==> src/rtl/arena_geom_pkg.sv <==
`default_nettype none

package arena_geom_pkg;

  // Screen coordinate, wide enough for the full arena plus box offsets.
  typedef logic [9:0] coord_t;

  // Clamp limits for a fighter's reference position.
  localparam coord_t ARENA_MIN_X = 10'd50;
  localparam coord_t ARENA_MAX_X = 10'd490;

  // Positions after reset.
  localparam coord_t START_X_LEFT  = 10'd210;
  localparam coord_t START_X_RIGHT = 10'd420;

  // No vertical motion, so every fighter stands on the same line.
  localparam coord_t FLOOR_Y = 10'd170;

  // Sprite width, the mirror axis for a fighter that faces left.
  localparam coord_t SPRITE_W = 10'd150;

  // Hitbox offsets for a fighter that faces right.
  localparam coord_t HIT_NEAR = 10'd35;
  localparam coord_t HIT_FAR  = 10'd113;
  localparam coord_t HIT_TOP  = 10'd24;
  localparam coord_t HIT_BOT  = 10'd57;

  // Hurtbox offsets for a fighter that faces right.
  localparam coord_t HURT_NEAR   = 10'd37;
  localparam coord_t HURT_FAR    = 10'd86;
  localparam coord_t HURT_HEIGHT = 10'd150;

  // A fighter on the right side uses SPRITE_W - o for each horizontal
  // offset o, with near and far swapped so that x1 stays below x2.

endpackage

`default_nettype wire

==> src/rtl/fighter_pkg.sv <==
`default_nettype none

package fighter_pkg;

  // Movement and attack states of one fighter.
  typedef enum logic [2:0] {
    ST_IDLE        = 3'd0,
    ST_FORWARD     = 3'd1,
    ST_BACKWARD    = 3'd2,
    ST_ATK_STARTUP = 3'd3,
    ST_ATK_ACTIVE  = 3'd4,
    ST_ATK_RECOVER = 3'd5
  } fighter_state_t;

  // Counts cycles inside one attack phase.
  typedef logic [4:0] phase_cnt_t;

  // Attack phase lengths in cycles.
  localparam int unsigned ATK_STARTUP_CYC = 6;
  localparam int unsigned ATK_ACTIVE_CYC  = 3;
  localparam int unsigned ATK_RECOVER_CYC = 17;

  // Pixels moved per cycle.
  localparam int unsigned STEP_FWD  = 3;
  localparam int unsigned STEP_BACK = 2;

  typedef logic [7:0] health_t;

  // Defaults for the top level health parameters.
  localparam int unsigned MAX_HEALTH = 100;
  localparam int unsigned HIT_DAMAGE = 10;

endpackage

`default_nettype wire

==> src/rtl/fighter.sv <==
`timescale 1ns/10ps
`default_nettype none

module fighter #(
  parameter bit SIDE = 1'b0
) (
  input  logic                        clk,
  input  logic                        rst,
  input  logic                        left,
  input  logic                        right,
  input  logic                        attack,
  input  logic                        ko,
  output arena_geom_pkg::coord_t      posx,
  output fighter_pkg::fighter_state_t state,
  output arena_geom_pkg::coord_t      hit_x1,
  output arena_geom_pkg::coord_t      hit_x2,
  output arena_geom_pkg::coord_t      hit_y1,
  output arena_geom_pkg::coord_t      hit_y2,
  output arena_geom_pkg::coord_t      hurt_x1,
  output arena_geom_pkg::coord_t      hurt_x2,
  output arena_geom_pkg::coord_t      hurt_y1,
  output arena_geom_pkg::coord_t      hurt_y2
);

  import arena_geom_pkg::*;
  import fighter_pkg::*;

  // Box offsets for this side, mirrored about the sprite when facing left.
  localparam coord_t HIT_X1_OFF  = (SIDE == 1'b0) ? HIT_NEAR : SPRITE_W - HIT_FAR;
  localparam coord_t HIT_X2_OFF  = (SIDE == 1'b0) ? HIT_FAR : SPRITE_W - HIT_NEAR;
  localparam coord_t HURT_X1_OFF = (SIDE == 1'b0) ? HURT_NEAR : SPRITE_W - HURT_FAR;
  localparam coord_t HURT_X2_OFF = (SIDE == 1'b0) ? HURT_FAR : SPRITE_W - HURT_NEAR;

  localparam coord_t START_X = (SIDE == 1'b0) ? START_X_LEFT : START_X_RIGHT;

  fighter_state_t state_next;
  phase_cnt_t     phase_cnt;
  logic           atk_busy;
  logic [10:0]    pos_step;
  coord_t         posx_next;

  assign atk_busy = (state == ST_ATK_STARTUP) || (state == ST_ATK_ACTIVE) ||
                    (state == ST_ATK_RECOVER);

  always_comb begin
    state_next = state;
    case (state)
      ST_IDLE, ST_FORWARD, ST_BACKWARD: begin
        if (attack) begin
          state_next = ST_ATK_STARTUP;
        end else if (left && right) begin
          state_next = ST_BACKWARD;
        end else if (left) begin
          state_next = SIDE ? ST_FORWARD : ST_BACKWARD;
        end else if (right) begin
          state_next = SIDE ? ST_BACKWARD : ST_FORWARD;
        end else begin
          state_next = ST_IDLE;
        end
      end
      ST_ATK_STARTUP: begin
        if (phase_cnt == phase_cnt_t'(ATK_STARTUP_CYC - 1)) begin
          state_next = ST_ATK_ACTIVE;
        end
      end
      ST_ATK_ACTIVE: begin
        if (phase_cnt == phase_cnt_t'(ATK_ACTIVE_CYC - 1)) begin
          state_next = ST_ATK_RECOVER;
        end
      end
      ST_ATK_RECOVER: begin
        if (phase_cnt == phase_cnt_t'(ATK_RECOVER_CYC - 1)) begin
          state_next = ST_IDLE;
        end
      end
      default: begin
        state_next = ST_IDLE;
      end
    endcase
    // Knockout ends the round for both fighters.
    if (ko) begin
      state_next = ST_IDLE;
    end
  end

  // Phase timer restarts whenever the state changes.
  always_ff @(posedge clk or posedge rst) begin
    if (rst) begin
      state     <= ST_IDLE;
      phase_cnt <= '0;
    end else begin
      state <= state_next;
      if (atk_busy && (state_next == state)) begin
        phase_cnt <= phase_cnt + 1'b1;
      end else begin
        phase_cnt <= '0;
      end
    end
  end

  // Step from the registered state, one bit wider so the clamp sees the raw sum.
  always_comb begin
    pos_step = {1'b0, posx};
    if (!ko) begin
      case (state)
        ST_FORWARD: begin
          if (SIDE) pos_step = {1'b0, posx} - 11'(STEP_FWD);
          else pos_step = {1'b0, posx} + 11'(STEP_FWD);
        end
        ST_BACKWARD: begin
          if (SIDE) pos_step = {1'b0, posx} + 11'(STEP_BACK);
          else pos_step = {1'b0, posx} - 11'(STEP_BACK);
        end
        default: begin
          pos_step = {1'b0, posx};
        end
      endcase
    end
    if (pos_step < {1'b0, ARENA_MIN_X}) begin
      posx_next = ARENA_MIN_X;
    end else if (pos_step > {1'b0, ARENA_MAX_X}) begin
      posx_next = ARENA_MAX_X;
    end else begin
      posx_next = pos_step[9:0];
    end
  end

  always_ff @(posedge clk or posedge rst) begin
    if (rst) begin
      posx <= START_X;
    end else begin
      posx <= posx_next;
    end
  end

  assign hit_x1 = posx + HIT_X1_OFF;
  assign hit_x2 = posx + HIT_X2_OFF;
  assign hit_y1 = FLOOR_Y + HIT_TOP;
  assign hit_y2 = FLOOR_Y + HIT_BOT;

  assign hurt_x1 = posx + HURT_X1_OFF;
  assign hurt_x2 = posx + HURT_X2_OFF;
  assign hurt_y1 = FLOOR_Y;
  assign hurt_y2 = FLOOR_Y + HURT_HEIGHT;

endmodule

`default_nettype wire

==> src/rtl/hit_detector.sv <==
`timescale 1ns/10ps
`default_nettype none

module hit_detector (
  input  logic                        clk,
  input  logic                        rst,
  input  fighter_pkg::fighter_state_t p1_state,
  input  fighter_pkg::fighter_state_t p2_state,
  input  arena_geom_pkg::coord_t      p1_hit_x1,
  input  arena_geom_pkg::coord_t      p1_hit_x2,
  input  arena_geom_pkg::coord_t      p1_hit_y1,
  input  arena_geom_pkg::coord_t      p1_hit_y2,
  input  arena_geom_pkg::coord_t      p1_hurt_x1,
  input  arena_geom_pkg::coord_t      p1_hurt_x2,
  input  arena_geom_pkg::coord_t      p1_hurt_y1,
  input  arena_geom_pkg::coord_t      p1_hurt_y2,
  input  arena_geom_pkg::coord_t      p2_hit_x1,
  input  arena_geom_pkg::coord_t      p2_hit_x2,
  input  arena_geom_pkg::coord_t      p2_hit_y1,
  input  arena_geom_pkg::coord_t      p2_hit_y2,
  input  arena_geom_pkg::coord_t      p2_hurt_x1,
  input  arena_geom_pkg::coord_t      p2_hurt_x2,
  input  arena_geom_pkg::coord_t      p2_hurt_y1,
  input  arena_geom_pkg::coord_t      p2_hurt_y2,
  output logic                        p1_hit,
  output logic                        p2_hit
);

  import arena_geom_pkg::*;
  import fighter_pkg::*;

  // Inclusive overlap of two axis aligned boxes.
  function automatic logic boxes_overlap(
    input coord_t ax1, input coord_t ax2, input coord_t ay1, input coord_t ay2,
    input coord_t bx1, input coord_t bx2, input coord_t by1, input coord_t by2
  );
    return (ax1 <= bx2) && (bx1 <= ax2) && (ay1 <= by2) && (by1 <= ay2);
  endfunction

  logic p1_active;
  logic p2_active;
  logic p1_contact;
  logic p2_contact;
  logic p1_landed;
  logic p2_landed;
  logic p1_fire;
  logic p2_fire;

  assign p1_active = (p1_state == ST_ATK_ACTIVE);
  assign p2_active = (p2_state == ST_ATK_ACTIVE);

  assign p1_contact = boxes_overlap(p1_hit_x1, p1_hit_x2, p1_hit_y1, p1_hit_y2,
                                    p2_hurt_x1, p2_hurt_x2, p2_hurt_y1, p2_hurt_y2);
  assign p2_contact = boxes_overlap(p2_hit_x1, p2_hit_x2, p2_hit_y1, p2_hit_y2,
                                    p1_hurt_x1, p1_hurt_x2, p1_hurt_y1, p1_hurt_y2);

  // First contact of an active phase only.
  assign p1_fire = p1_active && p1_contact && !p1_landed;
  assign p2_fire = p2_active && p2_contact && !p2_landed;

  always_ff @(posedge clk or posedge rst) begin
    if (rst) begin
      p1_hit    <= 1'b0;
      p2_hit    <= 1'b0;
      p1_landed <= 1'b0;
      p2_landed <= 1'b0;
    end else begin
      p1_hit    <= p1_fire;
      p2_hit    <= p2_fire;
      // Latch drops once the attacker leaves its active phase.
      p1_landed <= p1_active && (p1_landed || p1_fire);
      p2_landed <= p2_active && (p2_landed || p2_fire);
    end
  end

endmodule

`default_nettype wire

==> src/rtl/health_tracker.sv <==
`timescale 1ns/10ps
`default_nettype none

module health_tracker #(
  parameter int unsigned MAX_HEALTH = fighter_pkg::MAX_HEALTH,
  parameter int unsigned HIT_DAMAGE = fighter_pkg::HIT_DAMAGE
) (
  input  logic                 clk,
  input  logic                 rst,
  input  logic                 p1_hit,
  input  logic                 p2_hit,
  output fighter_pkg::health_t p1_health,
  output fighter_pkg::health_t p2_health,
  output logic                 ko
);

  import fighter_pkg::*;

  localparam health_t DAMAGE = health_t'(HIT_DAMAGE);

  health_t p1_health_next;
  health_t p2_health_next;

  // A hit by one fighter takes health from the other.
  always_comb begin
    p1_health_next = p1_health;
    p2_health_next = p2_health;
    if (p2_hit) begin
      if (p1_health <= DAMAGE) p1_health_next = '0;
      else p1_health_next = p1_health - DAMAGE;
    end
    if (p1_hit) begin
      if (p2_health <= DAMAGE) p2_health_next = '0;
      else p2_health_next = p2_health - DAMAGE;
    end
  end

  always_ff @(posedge clk or posedge rst) begin
    if (rst) begin
      p1_health <= health_t'(MAX_HEALTH);
      p2_health <= health_t'(MAX_HEALTH);
      ko        <= 1'b0;
    end else begin
      p1_health <= p1_health_next;
      p2_health <= p2_health_next;
      // Sticky until reset.
      ko <= ko || (p1_health_next == '0) || (p2_health_next == '0);
    end
  end

endmodule

`default_nettype wire

==> src/rtl/fight_top.sv <==
`timescale 1ns/10ps
`default_nettype none

module fight_top #(
  parameter int unsigned MAX_HEALTH = fighter_pkg::MAX_HEALTH,
  parameter int unsigned HIT_DAMAGE = fighter_pkg::HIT_DAMAGE
) (
  input  logic                        clk,
  input  logic                        rst,
  input  logic                        p1_left,
  input  logic                        p1_right,
  input  logic                        p1_attack,
  input  logic                        p2_left,
  input  logic                        p2_right,
  input  logic                        p2_attack,
  output arena_geom_pkg::coord_t      p1_posx,
  output arena_geom_pkg::coord_t      p2_posx,
  output fighter_pkg::fighter_state_t p1_state,
  output fighter_pkg::fighter_state_t p2_state,
  output logic                        p1_hit,
  output logic                        p2_hit,
  output fighter_pkg::health_t        p1_health,
  output fighter_pkg::health_t        p2_health,
  output logic                        ko
);

  import arena_geom_pkg::*;

  coord_t p1_hit_x1, p1_hit_x2, p1_hit_y1, p1_hit_y2;
  coord_t p1_hurt_x1, p1_hurt_x2, p1_hurt_y1, p1_hurt_y2;
  coord_t p2_hit_x1, p2_hit_x2, p2_hit_y1, p2_hit_y2;
  coord_t p2_hurt_x1, p2_hurt_x2, p2_hurt_y1, p2_hurt_y2;

  fighter #(.SIDE(1'b0)) u_p1 (
    .clk(clk), .rst(rst),
    .left(p1_left), .right(p1_right), .attack(p1_attack), .ko(ko),
    .posx(p1_posx), .state(p1_state),
    .hit_x1(p1_hit_x1), .hit_x2(p1_hit_x2), .hit_y1(p1_hit_y1), .hit_y2(p1_hit_y2),
    .hurt_x1(p1_hurt_x1), .hurt_x2(p1_hurt_x2),
    .hurt_y1(p1_hurt_y1), .hurt_y2(p1_hurt_y2)
  );

  fighter #(.SIDE(1'b1)) u_p2 (
    .clk(clk), .rst(rst),
    .left(p2_left), .right(p2_right), .attack(p2_attack), .ko(ko),
    .posx(p2_posx), .state(p2_state),
    .hit_x1(p2_hit_x1), .hit_x2(p2_hit_x2), .hit_y1(p2_hit_y1), .hit_y2(p2_hit_y2),
    .hurt_x1(p2_hurt_x1), .hurt_x2(p2_hurt_x2),
    .hurt_y1(p2_hurt_y1), .hurt_y2(p2_hurt_y2)
  );

  hit_detector u_hits (
    .clk(clk), .rst(rst),
    .p1_state(p1_state), .p2_state(p2_state),
    .p1_hit_x1(p1_hit_x1), .p1_hit_x2(p1_hit_x2),
    .p1_hit_y1(p1_hit_y1), .p1_hit_y2(p1_hit_y2),
    .p1_hurt_x1(p1_hurt_x1), .p1_hurt_x2(p1_hurt_x2),
    .p1_hurt_y1(p1_hurt_y1), .p1_hurt_y2(p1_hurt_y2),
    .p2_hit_x1(p2_hit_x1), .p2_hit_x2(p2_hit_x2),
    .p2_hit_y1(p2_hit_y1), .p2_hit_y2(p2_hit_y2),
    .p2_hurt_x1(p2_hurt_x1), .p2_hurt_x2(p2_hurt_x2),
    .p2_hurt_y1(p2_hurt_y1), .p2_hurt_y2(p2_hurt_y2),
    .p1_hit(p1_hit), .p2_hit(p2_hit)
  );

  health_tracker #(
    .MAX_HEALTH(MAX_HEALTH),
    .HIT_DAMAGE(HIT_DAMAGE)
  ) u_health (
    .clk(clk), .rst(rst),
    .p1_hit(p1_hit), .p2_hit(p2_hit),
    .p1_health(p1_health), .p2_health(p2_health),
    .ko(ko)
  );

endmodule

`default_nettype wire

==> config.mk <==
export PLATFORM = sky130hd
export DESIGN_NAME = fight_top
export DESIGN_NICKNAME = d
export VERILOG_FILES = /design/src/rtl/arena_geom_pkg.sv /design/src/rtl/fighter_pkg.sv /design/src/rtl/fighter.sv /design/src/rtl/hit_detector.sv /design/src/rtl/health_tracker.sv /design/src/rtl/fight_top.sv
export SDC_FILE = /design/constraint.sdc
export NUM_CORES = 1
export LEC_CHECK = 0
export ABC_AREA = 1
export BUFFER_PORTS_ARGS = -buffer_cell sky130_fd_sc_hd__buf_2
export CAP_MARGIN = 20
export CORE_ASPECT_RATIO = 1.2
export CORE_MARGIN = 4
export CORE_UTILIZATION = 55
export DETAILED_ROUTE_END_ITERATION = 10
export HOLD_SLACK_MARGIN = 0.12
export PLACE_DENSITY = 0.75
export SLEW_MARGIN = 20
export SYNTH_ARGS = -nofsm -noshare
export SYNTH_HDL_FRONTEND = slang
export SYNTH_SLANG_ARGS = --single-unit
==> constraint.sdc <==
create_clock -name clk -period 4.39 [get_ports clk]
set_input_delay 0.2195 -clock clk [delete_from_list [all_inputs] [get_ports clk]]
set_output_delay 0.2195 -clock clk [all_outputs]
set_load 0.05 [all_outputs]
==> key figures <==
Floorplan
  – Starting Density: 0.560
  – Die Wd: 102 um
  – I/O Pins: 53
  – Row count: 41
  – Core Footprint: 0.0105 mm2
  – Die Y: 121 um
  – Die Area: 0.0124 mm2

Detailed routing
  – DR DRC count: 0
  – Drt total wl: 15700 um
  – Drt wl/cell: 14.6 um
  – Length of the first detailed-routing pass in iterations: 6
  – DR iter-0 viols: 401
  – Drt via density: 5.45
  – Final ANT Viol Nets: 0
  – Vias: 5862

CTS
  – Clock Sinks: 57
  – Root buffer cell: clkbuf_16
  – Clock-pin slew on the worst setup and hold paths: 0.05 ns
  – Worst-Skew Late Latency: 0.34 ns
  – CTS H-Tree Depth: 3
  – CTS tree: yes
  – Clock Tree Buf Depth: 2
  – # resized after CTS: 0
  – Postcts setup bufs: 0
  – TritonCTS Buffers: 9

Yosys
  – Synth unique cells: 41
  – Seq/Total Area, Yosys: 0.245
  – Yosys top cell by area: dfrtp_1
  – Count leader, synth: nand2_1
  – Async SR Flop Fraction: 1.00
  – Synth top area share: 0.183
  – Synth Cell Area: 0.00589 mm2
  – Post-synth EDFFs: 0
  – Post-synth top cells: nand2_1, inv_1, nor2_1, nand3_1, ha_1
  – YS warnings: 0
  – Synth Register Bits: 57
  – Mapped Cells: 893
  – Syn_area_per_cell: 6.59 um2
  – Ys flop type: dfrtp_1
  – Synth top area cells: dfrtp_1, nand2_1, ha_1

Pwr
  – NetSw: 0.000304 W
  – Sw Share: 0.247
  – Worst vdd rail ir drop: 0.293 mV
  – Sequential Power Share: 0.430
  – Int Pwr: 0.000927 W
  – Power Total: 0.00123 W
  – Clock power share: 0.530
  – Logic pwr share: 0.040
  – Pwr Density: 189 mW/mm2
  – Total leakage power: 3.53 nW

Global route
  – Largest net degree at the start of global routing: 58
  – Total grt overflow: 0
  – GR Util All Layers: 0.270
  – Initial antenna violation count: 0
  – Number of global-route vias before repair: 5588
  – First-pass GRT wire length: 26600 um

Cells and area
  – ANT cells: 0
  – Synthesis-to-finish area growth: 10.7%
  – Final nets: 1012
  – Fraction of layout cells with a size suffix above 1: 0.126
  – Number of fillers in the final layout: 984

Min path
  – Worst Hold Class: input pin to flip-flop

STA
  – Crit share post-route: 0.714
  – Worst Max-Slew Pin Slew: 0.719 ns
  – Sum Neg Setup Slack: 0 ns
  – Post-Route Skew: 0.00924 ns
  – Setup-failing EPs final: 0
  – Relative slew slack: 0.521
  – Tmin final: 3.14 ns
  – Max Freq: 319 MHz
  – Final Max Tran Viols: 0
  – Fin. Hold Viols: 0
  – RSZ-0062 raised after global routing: no

Place
  – Gpl congestion: 0.936
  – Detail Placement HPWL: 12400 um
  – Port Buffer Count: 52

Outcome
  – Status: finished, final reports clean

Worst setup path
  – Most frequent CP cell: nand2_1
  – Crit path DAT: 3.40 ns
  – CP peak stage delay: 0.55 ns
  – Cell breakdown of the critical path: inv_1, ha_1, or2_2, nand2_1, nand2_1, o21ai_0, o21ai_0, ha_1, nand2_1, nor4_1, nand2_1, o22ai_1, nand3_1, nor2_1
  – CP Max Fanout: 9
  – CP max-delay cell: dfrtp_1
  – Kind of end point of the critical path: flip-flop
  – Startpoint types: flip-flop
  – WP data required: 4.65 ns
  – CP delay by family, top: simple AND/OR/NAND/NOR gates
  – Buf+Inv Stages, Crit Path: 1
  – R2R Setup Slk: 1.25 ns
  – Crit path kind: flip-flop to flip-flop

Flow run
  – Max Cap Viol: 0
==> worst register-to-register path, delay by kind of cell (launching register included) <==
kind                     cells  cell delay, ns
flip-flops                   1            0.55
buffers and inverters        1            0.19
AND/OR/NAND/NOR              8            1.34
AO/OA/AOI/OAI                3            0.42
adder cells (fa/ha/maj)      2            0.57
==> cells by family (layout without fill, tap and decap cells) <==
kind of cell / count (synthesis) / in the layout / share of synthesized area
simple gates: 477 / 477 / 0.353
buf+inv: 143 / 195 / 0.0967
compound gates: 99 / 99 / 0.0922
fa+ha+maj: 63 / 63 / 0.134
flops: 57 / 57 / 0.245
xor+xnor: 53 / 53 / 0.0788
other cells: 1 / 2 / 0.000637
==> sequential cells by signal, indices dropped and copies added, names as in the netlist, 3 cells and up <==
signal and flops:
u_health.p1_health 8, u_health.p2_health 8, u_p1.phase_cnt 5, u_p1.posx 10
u_p1.state 3, u_p2.phase_cnt 5, u_p2.posx 10, u_p2.state 3
==> per-layer routing <==
layer  global-route usage  wire [um]  vias up
met5                    0          0        -
met4               0.0853        398        0
met3               0.0483        847       35
met2                0.429       7320      182
met1                0.370       7120     2662
li1                     -          -     2983
==> area by class of cell <==
type / instances / area (um2) / area share
flip-flops and latches: 57 / 1440 / 0.222
repair buffers: 55 / 285 / 0.0438
clock inverters: 7 / 56.3 / 0.00864
multi-input cells: 694 / 3880 / 0.595
clock buffers: 9 / 225 / 0.0346
inverters: 124 / 465 / 0.0714
well taps: 129 / 161 / 0.0248
==> power groups by stage <==
stage | logic [W] | registers (W) | clock network [W]
floorplan | 0.0000324 | 0.000540 | 0
finish | 0.0000498 | 0.000530 | 0.000652
global route | 0.0000572 | 0.000530 | 0.000692
detailed placement | 0.0000495 | 0.000539 | 0
global placement | 0.0000488 | 0.000539 | 0
CTS | 0.0000504 | 0.000530 | 0.000667
==> cell usage in the layout (no fill, tap or decap), drive strengths merged, types with 33 or more instances in the layout <==
| cell | instances |
|---|---|
| nand2 | 232 |
| inv | 121 |
| nor2 | 104 |
| nand3 | 97 |
| ha | 63 |
| buf | 54 |
| xor2 | 49 |
| o21ai | 48 |
| dfrtp | 43 |
| a21oi | 33 |
==> per-stage QoR <==
stage	hold slack, ns	util	setup WS (ns)	area (um2)	instances
final	0.254	0.620	1.25	6520	1075
after CTS	0.246	0.620	1.23	6520	1075
after global placement	0.415	0.592	1.25	6220	1058
after detailed placement	0.419	0.592	1.25	6220	1058
after global routing	0.300	0.620	0.915	6520	1075
after floorplan	0.403	-	1.45	5890	894
==> what timing repair did <==
action,CTS,global route
hold buffers,1,0
setup endpoints to repair,0,0
endpoints found under the hold margin,27,0
==> worst paths after layout <==
kind / startpoint / endpoint / depth (start not counted)
hold / removal: p2_attack / u_p2.state[1] / 5
hold reg to reg: u_hits.p1_landed / u_hits.p1_hit / 1
setup reg to reg: u_p2.posx[0] / u_hits.p2_hit / 14
setup / recovery: u_p2.posx[0] / u_hits.p2_hit / 14
min in group asynchronous: rst / u_p1.phase_cnt[4] / 4
max in group asynchronous: rst / u_hits.p2_landed / 4
Note: power is estimated with default switching activity, not from simulation.
